### config.mk
export PLATFORM = sky130hd
export DESIGN_NAME = reg_csr_unit
export DESIGN_NICKNAME = d
export VERILOG_FILES = /design/src/rv_core_pkg.sv /design/src/gpr_file.sv /design/src/csr_file.sv /design/src/wb_stage.sv /design/src/reg_csr_unit.sv
export SDC_FILE = /design/constraint.sdc
export NUM_CORES = 1
export LEC_CHECK = 0
export BUFFER_PORTS_ARGS = -buffer_cell sky130_fd_sc_hd__buf_2
export CORE_ASPECT_RATIO = 0.7
export CORE_UTILIZATION = 66
export CTS_BUF_LIST = sky130_fd_sc_hd__clkbuf_4 sky130_fd_sc_hd__clkbuf_8 sky130_fd_sc_hd__clkbuf_16
export CTS_CLUSTER_SIZE = 25
export DETAILED_ROUTE_END_ITERATION = 6
export MAX_ROUTING_LAYER = met4
export PLACE_DENSITY = 0.83
export REMOVE_ABC_BUFFERS = 1
export SYNTH_ARGS = -nofsm -noshare
export SYNTH_HDL_FRONTEND = slang
export SYNTH_HIERARCHICAL = 1
export SYNTH_SLANG_ARGS = --single-unit
export TNS_END_PERCENT = 50
### constraint.sdc
create_clock -name clk -period 8.15 [get_ports clk]
set_input_delay 0.4075 -clock clk [delete_from_list [all_inputs] [get_ports clk]]
set_output_delay 0.4075 -clock clk [all_outputs]
set_load 0.01 [all_outputs]
### src/rv_core_pkg.sv
`default_nettype none

package rv_core_pkg;

  localparam int xlen = 32;
  localparam int nreg = 16;

  typedef logic [$clog2(nreg)-1:0] reg_idx_t;

  // Machine CSR addresses that this core implements
  typedef enum logic [11:0] {
    csr_mstatus   = 12'h300,
    csr_mtvec     = 12'h305,
    csr_mepc      = 12'h341,
    csr_mcause    = 12'h342,
    csr_mvendorid = 12'hF11,
    csr_marchid   = 12'hF12
  } csr_addr_e;

  typedef enum logic [1:0] {
    csr_none,
    csr_write,
    csr_ecall,
    csr_mret
  } csr_op_e;

  localparam logic [xlen-1:0] mstatus_reset   = 32'h0000_1800;
  localparam logic [xlen-1:0] mstatus_ecall   = 32'h0000_1800;
  localparam logic [xlen-1:0] mcause_ecall    = 32'h0000_000b;
  localparam logic [xlen-1:0] mvendorid_value = 32'h7973_7978;
  localparam logic [xlen-1:0] marchid_value   = 32'h017D_C685;

  // Bit positions inside mstatus touched by mret
  localparam int mstatus_mie    = 3;
  localparam int mstatus_mpie   = 7;
  localparam int mstatus_mpp_lo = 11;
  localparam int mstatus_mpp_hi = 12;

  typedef struct packed {
    reg_idx_t  rs1;
    reg_idx_t  rs2;
    csr_addr_e csr_addr;
    logic      inst_ecall;
    logic      inst_mret;
  } rd_req_t;

  typedef struct packed {
    logic [xlen-1:0] src1;
    logic [xlen-1:0] src2;
    logic [xlen-1:0] csr_data;
  } rd_rsp_t;

  typedef struct packed {
    logic [xlen-1:0] pc;
    reg_idx_t        rd;
    logic            gpr_wen;
    logic [xlen-1:0] gpr_wdata;
    csr_op_e         csr_op;
    csr_addr_e       csr_addr;
    logic [xlen-1:0] csr_wdata;
  } exu_to_wb_t;

  // The en flag is high only in the cycle the write is applied
  typedef struct packed {
    logic            en;
    logic            gpr_we;
    reg_idx_t        rd;
    logic [xlen-1:0] gpr_wdata;
    csr_op_e         csr_op;
    csr_addr_e       csr_addr;
    logic [xlen-1:0] csr_wdata;
    logic [xlen-1:0] pc;
  } commit_t;

  typedef struct packed {
    logic [xlen-1:0] mtvec;
    logic [xlen-1:0] mepc;
  } trap_vec_t;

endpackage

`default_nettype wire

### src/gpr_file.sv
`timescale 1ns/1ps
`default_nettype none

module gpr_file
  import rv_core_pkg::*;
(
  input  wire logic            clk,
  input  wire logic            rst_n,
  input  wire commit_t         commit,
  input  wire reg_idx_t        rs1,
  input  wire reg_idx_t        rs2,
  output logic      [xlen-1:0] src1,
  output logic      [xlen-1:0] src2
);

  logic [xlen-1:0] regs [nreg];

  // Entry 0 is never written, so it keeps its reset value of zero
  always_ff @(posedge clk or negedge rst_n) begin
    if (!rst_n) begin
      for (int i = 0; i < nreg; i++) begin
        regs[i] <= '0;
      end
    end else if (commit.en && commit.gpr_we && (commit.rd != '0)) begin
      regs[commit.rd] <= commit.gpr_wdata;
    end
  end

  assign src1 = regs[rs1];
  assign src2 = regs[rs2];

  x0_stays_zero: assert property (
    @(posedge clk) disable iff (!rst_n) regs[0] == '0
  ) else $error("x0 holds a nonzero value");

endmodule

`default_nettype wire

### src/csr_file.sv
`timescale 1ns/1ps
`default_nettype none

module csr_file
  import rv_core_pkg::*;
(
  input  wire logic             clk,
  input  wire logic             rst_n,
  input  wire commit_t          commit,
  input  wire csr_addr_e        csr_addr,
  input  wire logic             inst_ecall,
  input  wire logic             inst_mret,
  output logic       [xlen-1:0] csr_data,
  output trap_vec_t             trap_vec
);

  logic [xlen-1:0] mtvec;
  logic [xlen-1:0] mepc;
  logic [xlen-1:0] mstatus;
  logic [xlen-1:0] mcause;
  logic [xlen-1:0] mstatus_mret;

  // mret restores MIE from MPIE, sets MPIE and drops back to U mode
  always_comb begin
    mstatus_mret = mstatus;
    mstatus_mret[mstatus_mie] = mstatus[mstatus_mpie];
    mstatus_mret[mstatus_mpie] = 1'b1;
    mstatus_mret[mstatus_mpp_hi:mstatus_mpp_lo] = '0;
  end

  always_ff @(posedge clk or negedge rst_n) begin
    if (!rst_n) begin
      mtvec   <= '0;
      mepc    <= '0;
      mstatus <= mstatus_reset;
      mcause  <= '0;
    end else if (commit.en) begin
      case (commit.csr_op)
        csr_write: begin
          // Read-only and unknown addresses fall through untouched
          case (commit.csr_addr)
            csr_mtvec:   mtvec   <= commit.csr_wdata;
            csr_mepc:    mepc    <= commit.csr_wdata;
            csr_mstatus: mstatus <= commit.csr_wdata;
            csr_mcause:  mcause  <= commit.csr_wdata;
            default: ;
          endcase
        end
        csr_ecall: begin
          mepc    <= commit.pc;
          mcause  <= mcause_ecall;
          mstatus <= mstatus_ecall;
        end
        csr_mret: begin
          mstatus <= mstatus_mret;
        end
        default: ;
      endcase
    end
  end

  always_comb begin
    if (inst_ecall) begin
      csr_data = mtvec;
    end else if (inst_mret) begin
      csr_data = mepc;
    end else begin
      case (csr_addr)
        csr_mtvec:     csr_data = mtvec;
        csr_mepc:      csr_data = mepc;
        csr_mstatus:   csr_data = mstatus;
        csr_mcause:    csr_data = mcause;
        csr_mvendorid: csr_data = mvendorid_value;
        csr_marchid:   csr_data = marchid_value;
        default:       csr_data = '0;
      endcase
    end
  end

  assign trap_vec = '{mtvec: mtvec, mepc: mepc};

  // Decode flags a single system instruction at a time
  ecall_mret_exclusive: assert property (
    @(posedge clk) disable iff (!rst_n) !(inst_ecall && inst_mret)
  ) else $error("inst_ecall and inst_mret both set");

endmodule

`default_nettype wire

### src/wb_stage.sv
`timescale 1ns/1ps
`default_nettype none

module wb_stage
  import rv_core_pkg::*;
(
  input  wire logic              clk,
  input  wire logic              rst_n,
  input  wire logic              exu_valid,
  input  wire exu_to_wb_t        exu_data,
  output logic                   exu_ready,
  input  wire trap_vec_t         trap_vec,
  output logic                   if_valid,
  output logic       [xlen-1:0]  if_next_pc,
  input  wire logic              if_ready,
  output commit_t                commit
);

  exu_to_wb_t entry;
  logic       exu_fire;
  logic       if_fire;

  assign exu_fire = exu_valid && exu_ready;
  assign if_fire  = if_valid && if_ready;

  // Take a new result while empty or while the held one leaves
  assign exu_ready = !if_valid || if_ready;

  always_ff @(posedge clk or negedge rst_n) begin
    if (!rst_n) begin
      if_valid <= 1'b0;
    end else if (exu_fire) begin
      if_valid <= 1'b1;
    end else if (if_fire) begin
      if_valid <= 1'b0;
    end
  end

  always_ff @(posedge clk) begin
    if (exu_fire) begin
      entry <= exu_data;
    end
  end

  // trap_vec cannot move before this entry commits, so the pre-commit
  // mtvec and mepc are what fetch sees
  always_comb begin
    case (entry.csr_op)
      csr_ecall: if_next_pc = trap_vec.mtvec;
      csr_mret:  if_next_pc = trap_vec.mepc;
      default:   if_next_pc = entry.pc + 32'd4;
    endcase
  end

  assign commit = '{
    en:        if_fire,
    gpr_we:    entry.gpr_wen,
    rd:        entry.rd,
    gpr_wdata: entry.gpr_wdata,
    csr_op:    entry.csr_op,
    csr_addr:  entry.csr_addr,
    csr_wdata: entry.csr_wdata,
    pc:        entry.pc
  };

  if_hold_on_stall: assert property (
    @(posedge clk) disable iff (!rst_n)
    (if_valid && !if_ready) |=> if_valid && $stable(if_next_pc)
  ) else $error("if_valid or if_next_pc moved while fetch stalled");

  if_idle_after_reset: assert property (
    @(posedge clk) $rose(rst_n) |-> !if_valid
  ) else $error("if_valid high coming out of reset");

endmodule

`default_nettype wire

### src/reg_csr_unit.sv
`timescale 1ns/1ps
`default_nettype none

module reg_csr_unit
  import rv_core_pkg::*;
(
  input  wire logic             clk,
  input  wire logic             rst_n,
  input  wire rd_req_t          rd_req,
  output rd_rsp_t               rd_rsp,
  input  wire logic             exu_valid,
  input  wire exu_to_wb_t       exu_data,
  output logic                  exu_ready,
  output logic                  if_valid,
  output logic       [xlen-1:0] if_next_pc,
  input  wire logic             if_ready
);

  commit_t         commit;
  trap_vec_t       trap_vec;
  logic [xlen-1:0] src1;
  logic [xlen-1:0] src2;
  logic [xlen-1:0] csr_data;

  wb_stage wb_stage_i (
    .clk        (clk),
    .rst_n      (rst_n),
    .exu_valid  (exu_valid),
    .exu_data   (exu_data),
    .exu_ready  (exu_ready),
    .trap_vec   (trap_vec),
    .if_valid   (if_valid),
    .if_next_pc (if_next_pc),
    .if_ready   (if_ready),
    .commit     (commit)
  );

  gpr_file gpr_file_i (
    .clk    (clk),
    .rst_n  (rst_n),
    .commit (commit),
    .rs1    (rd_req.rs1),
    .rs2    (rd_req.rs2),
    .src1   (src1),
    .src2   (src2)
  );

  csr_file csr_file_i (
    .clk        (clk),
    .rst_n      (rst_n),
    .commit     (commit),
    .csr_addr   (rd_req.csr_addr),
    .inst_ecall (rd_req.inst_ecall),
    .inst_mret  (rd_req.inst_mret),
    .csr_data   (csr_data),
    .trap_vec   (trap_vec)
  );

  assign rd_rsp = '{src1: src1, src2: src2, csr_data: csr_data};

endmodule

`default_nettype wire

After elaboration in Yosys (flattened, before gate mapping)
Cells that the tools add are included.
Word-level totals
  register bits after elaboration: 756
  bits of input ports: 141
  output and inout port bits: 130
  logic and storage cells: 91
Operators by class
  add/subtract/negate cells: 1
  magnitude comparators: 4
  equal/unequal tests: 16
  multiplexer cells: 21
  bitwise operators: 4
  reductions and logical operators: 16
Operators with widths (number)
  $bwmux 512: 1
  $mux 32: 10
  $bmux 32 s4: 2
  $pmux 32 s2: 3
  $pmux 32 s6: 1
  $demux 32 s4: 1
  $eq 12x10->1 const B: 8
  $pmux 32 s3: 1
  $add 32x3->32 const B: 1
  $eq 12x12->1 const B: 2
  $ge 5x5->1 const B: 3
  $not 4->5: 3
  $reduce_and 3->1: 4
  $logic_and 1x1->1: 5
  $lt 5x1->1 const B: 1
  $eq 2x2->1 const B: 2
  $ne 2x2->1 const B: 2
  $reduce_and 4->1: 1
  $reduce_bool 2->1: 2
  $reduce_bool 4->1: 1
  $reduce_bool 3->1: 1
  $eq 2x1->1 const B: 1
  $mux 1: 2
  $ne 2x1->1 const B: 1
  other kinds (3): 3

Logic depth before layout (Yosys ltp)
  word-level depth: 6
  mapped depth: 8
  depth with buffers taken out: 6

By module
Netlist, hierarchy kept.
By module, submodules not included
  gpr_file: instances 1, cells each 1670, area each 26241.4 µm²
  csr_file: instances 1, cells each 637, area each 7070.5 µm²
  wb_stage: instances 1, cells each 325, area each 4835.9 µm²

Worst setup path before layout
No wires, ideal clock.
  path kind: input-to-reg
  from: input if_ready
  to: register wb_stage_i.entry, in the netlist wb_stage_i/commit[0], enable pin
  arrival: 3.275 ns
  required time: 7.662 ns
  path slack: 4.387 ns
  cell stages on the path: 2
  buffers on the path: 0
  cell sequence: nand2b_1 -> and2_1
On the way
  word-level cells in the longest chain between the ends: 2
Ends and longest elaborated chain
  start: declaration: line reg_csr_unit.sv:16  | input wire logic if_ready
  $logic_or 1x1->1: line wb_stage.sv:27  | assign exu_ready = !if_valid || if_ready;
  $logic_and 1x1->1: line wb_stage.sv:23  | assign exu_fire = exu_valid && exu_ready;
  net wb_stage_i.exu_fire: line wb_stage.sv:20  | logic exu_fire;
  end signal: assignment: line wb_stage.sv:41  | entry <= exu_data;
  end: declaration: line wb_stage.sv:19  | exu_to_wb_t entry;
The timed path passes the listed nets, and every way through them passes these cells.
A chain may end at the register's enable or synchronous reset.

==> results.md <==
- Outcome: finished, final reports clean
- Std cell rows: 73
- Initial antenna violation count: 6
- CP arrival: 3.46 ns
- RR Startpoint: wb_stage_i/commit[74]
- Final Power: 9.925 mW
- RSZ-0062 raised after global routing: no
- Vias in the first global route: 27.47k
- Cell count after synthesis: 2632
- Hold Path Sink: wb_stage_i/commit[97]
- Post-synth cell types: 64
- Fin crit share: 47.48%
- Pwr/cell area: 228.1 mW/mm^2
- Area growth syn-to-layout: 14.05%
- Post-synth top flop: dfrtp_1
- Seq/Total Area, Yosys: 51.11%
- Worst slew pin tran: 1.249 ns
- CP Class: in -> out
- Die X: 289.4 um
- Detailed-route via count: 26.61k
- Crit. End Element: output pin
- Vias per cell: 7.216
- Relative slew slack: 16.66%
- Number of max-cap violations: 0
- Port buffer count: 270
- Initial core utilization: 67.04%
- DR pass1 iterations: 6
- Cts repair resizes: 0
- Crit-path slowest cell: buf_4
- ANT nets after route: 0
- Largest net degree at the start of global routing: 178
- Die Y: 203.1 um
- Crit path required time: 7.74 ns
- Final instance area: 0.04351 mm^2
- Grt total ovfl: 0
- Async S/R FF share, synth: 84.79%
- Tmin final: 3.869 ns
- VDD IR-drop max: 168.7 uV
- R2R cell count: 4
- EDFF count, synth: 115
- Delay-heaviest family, CP: buffers and inverters
- Final setup violation count: 0
- H-tree depth: 3
- CTS tree: built
- Final WL: 107000 um
- Number of buffers created by CTS: 71
- Final HPWL DP: 60800 um
- Io pins: 271
- Slew Viols, Final: 0
- Fin Hold WS: 0.05378 ns
- Flop2flop setup slack: 4.50 ns
- Leak Pwr: 19.28 nW
- Clk pin slew, worst setup/hold paths: 0.06 ns
- F_max: 258.4 MHz
- Total Routing Usage GR: 38.35%
- Mapped cell area: 0.03815 mm^2
- Hold Path Depth: 1
- Worst path buffer plus inverter count: 3
- Core Util, Final: 76.46%
- Syn_area_per_cell: 14.49 um^2
- Initial DRC Count: 3277
- Die ar.: 0.05878 mm^2
- Min-delay src: exu_data[65]
- Delay of the slowest critical-path stage: 0.95 ns
- R2R Path End: csr_file_i/mcause[25]
- Post-CTS Setup Inserts: 0
- Skew final: 0.02676 ns
- DRC errors left: 0
- CP Max Fanout: 79
- Layout Nets: 3021
- Hold Vio Cnt, Final: 0
- Final GP Congestion: 0.9392
- Global-route wire length before repair: 164300 um
- Worst-Skew Late Latency: 0.62 ns
- Root Buffer: clkbuf_16
- Synthesized flop and latch total: 756
- Avg WL per Cell: 29.01 um
- Min-Delay Path Class: in -> reg
- Layout cells sized above 1: 40.93%
- Clock sink total: 756
- Core Region: 0.05690 mm^2
- Dpl cell area: 0.03987 mm^2
- CP Launch Type: input pin
- Synth warnings: 6
- Fin Setup TNS: 0 ns
- Cells along the critical path: clkbuf_8 -> buf_4 -> mux4_2 -> a22oi_1 -> nand2_1 -> buf_2
- Maximum clock insertion buffer count: 3
## registers in the layout, summed over array words and instances (netlist names)
signal / count
csr_file_i/mtvec: 32
csr_file_i/mepc: 32
wb_stage_i/if_valid: 1
gpr_file_i/regs: 512
wb_stage_i/commit: 115
csr_file_i/mstatus: 32
csr_file_i/mcause: 32
## layer usage
layer / GRT usage [%] / share of wire (%) / routed length (um) / up-vias
met3: 8.490 / 10 / 11020 / 384
met5: - / 0 / 0 / -
li1: - / - / - / 10699
met2: 56.51 / 47 / 49960 / 1692
met4: 15.04 / 4.4 / 4655 / 0
met1: 52.59 / 39 / 41370 / 13836
## worst max path at each step
| stage | end | cells after the start | start | slack [ns] |
|---|---|---|---|---|
| floorplan | csr_file_i/mcause[10] | 4 | wb_stage_i/commit[76] | 4.13 |
| global placement | rd_rsp[59] | 6 | rd_req[14] | 4.28 |
| detailed placement | rd_rsp[59] | 6 | rd_req[14] | 4.27 |
| CTS | rd_rsp[59] | 6 | rd_req[14] | 4.26 |
| global route | rd_rsp[59] | 6 | rd_req[14] | 4.03 |
| finish | rd_rsp[59] | 6 | rd_req[14] | 4.28 |
## through the flow
step / worst slack (ns) / std cells
3_5_place_dp: 4.273 / 3436
2_1_floorplan: 4.135 / 2368
3_3_place_gp: 4.281 / 3436
6_report: 4.281 / 3688
4_1_cts: 4.259 / 3682
5_1_grt: 4.028 / 3688
## final cells by class
| class | instances | area [um^2] |
|---|---|---|
| Fill cell | 3262 | 13390 |
| Sequential cell | 756 | 19500 |
| Clock buffer | 102 | 2173 |
| Inverter | 10 | 37.54 |
| Multi-Input combinational cell | 1602 | 17630 |
| Timing Repair Buffer | 434 | 2930 |
| Tap cell | 750 | 938.4 |
| Clock inverter | 28 | 289.0 |
| Antenna cell | 6 | 15.01 |
## worst reg2reg max path: stages (launching register included)
cell      delay (ns)
edfxtp_1        0.38
nor4bb_1        0.85
nand4_2         0.84
nor3b_4         1.23
a22o_1          0.27
## synth_stat cells, drive strengths merged (20+ instances only)
master,instances,area (um^2)
mux2,601,6768
and3,31,195.2
a22oi,151,1134
buf,101,564.3
o21ai,42,210.2
mux4,256,5766
edfxtp,115,3453
nand2,101,379.1
clkbuf,163,613.1
a22o,46,402.9
a211oi,29,217.7
nor2,28,105.1
nor2b,56,350.3
a21oi,37,196.4
nand3,35,175.2
dfrtp,639,15990
nand4,20,146.4
## cell families (layout without fill, tap and decap cells)
family / Yosys count / after routing / share of synthesized area [%]
muxes: 866 / 866 / 33.09
DFF: 756 / 756 / 51.11
AOI/OAI and AO/OA: 368 / 368 / 6.957
and+or+nand+nor: 350 / 350 / 5.199
buffers and inverters: 274 / 574 / 3.185
xor gates and xnor gates: 13 / 13 / 0.2985
adders and majority gates: 5 / 5 / 0.1640
other: 0 / 6 / 0
## layout by cell type, fill, tap and decap left out, types with 6 or more instances in the layout
cell and count:
dfrtp_1 639, mux2_2 453, buf_2 265, mux4_2 256, a22oi_1 151, mux2_1 148
dlygate4sd3_1 116, edfxtp_1 115, nand2_1 101, clkbuf_16 75, nor2b_1 51, buf_4 48
a22o_1 46, o21ai_0 37, a21oi_1 36, nand3_1 35, and3_1 29, a211oi_1 29
nand4_1 18, clkbuf_8 17, nor2_1 15, clkinv_2 14, a31oi_1 13, clkbuf_4 12
nand3b_1 12, or4_1 11, nor2_4 11, inv_1 10, nand2b_1 9, a221oi_1 9
xnor2_1 9, a21o_1 9, o311ai_0 9, o31ai_1 9, mux2i_1 9, diode_2 6
## power breakdown
part	internal (mW)	total (mW)	switching, mW
clock network	2.03	3.50	1.48
registers	4.36	4.79	0.436
logic	0.918	1.63	0.712
## timing repair
| item | 4_1_cts | 5_1_grt |
|---|---|---|
| hold buffers | 116 | 0 |
| endpoints found under the hold margin | 219 | 0 |
| endpoints found under the setup margin | 0 | 0 |
No activity file was read; power rests on OpenSTA's default activity.
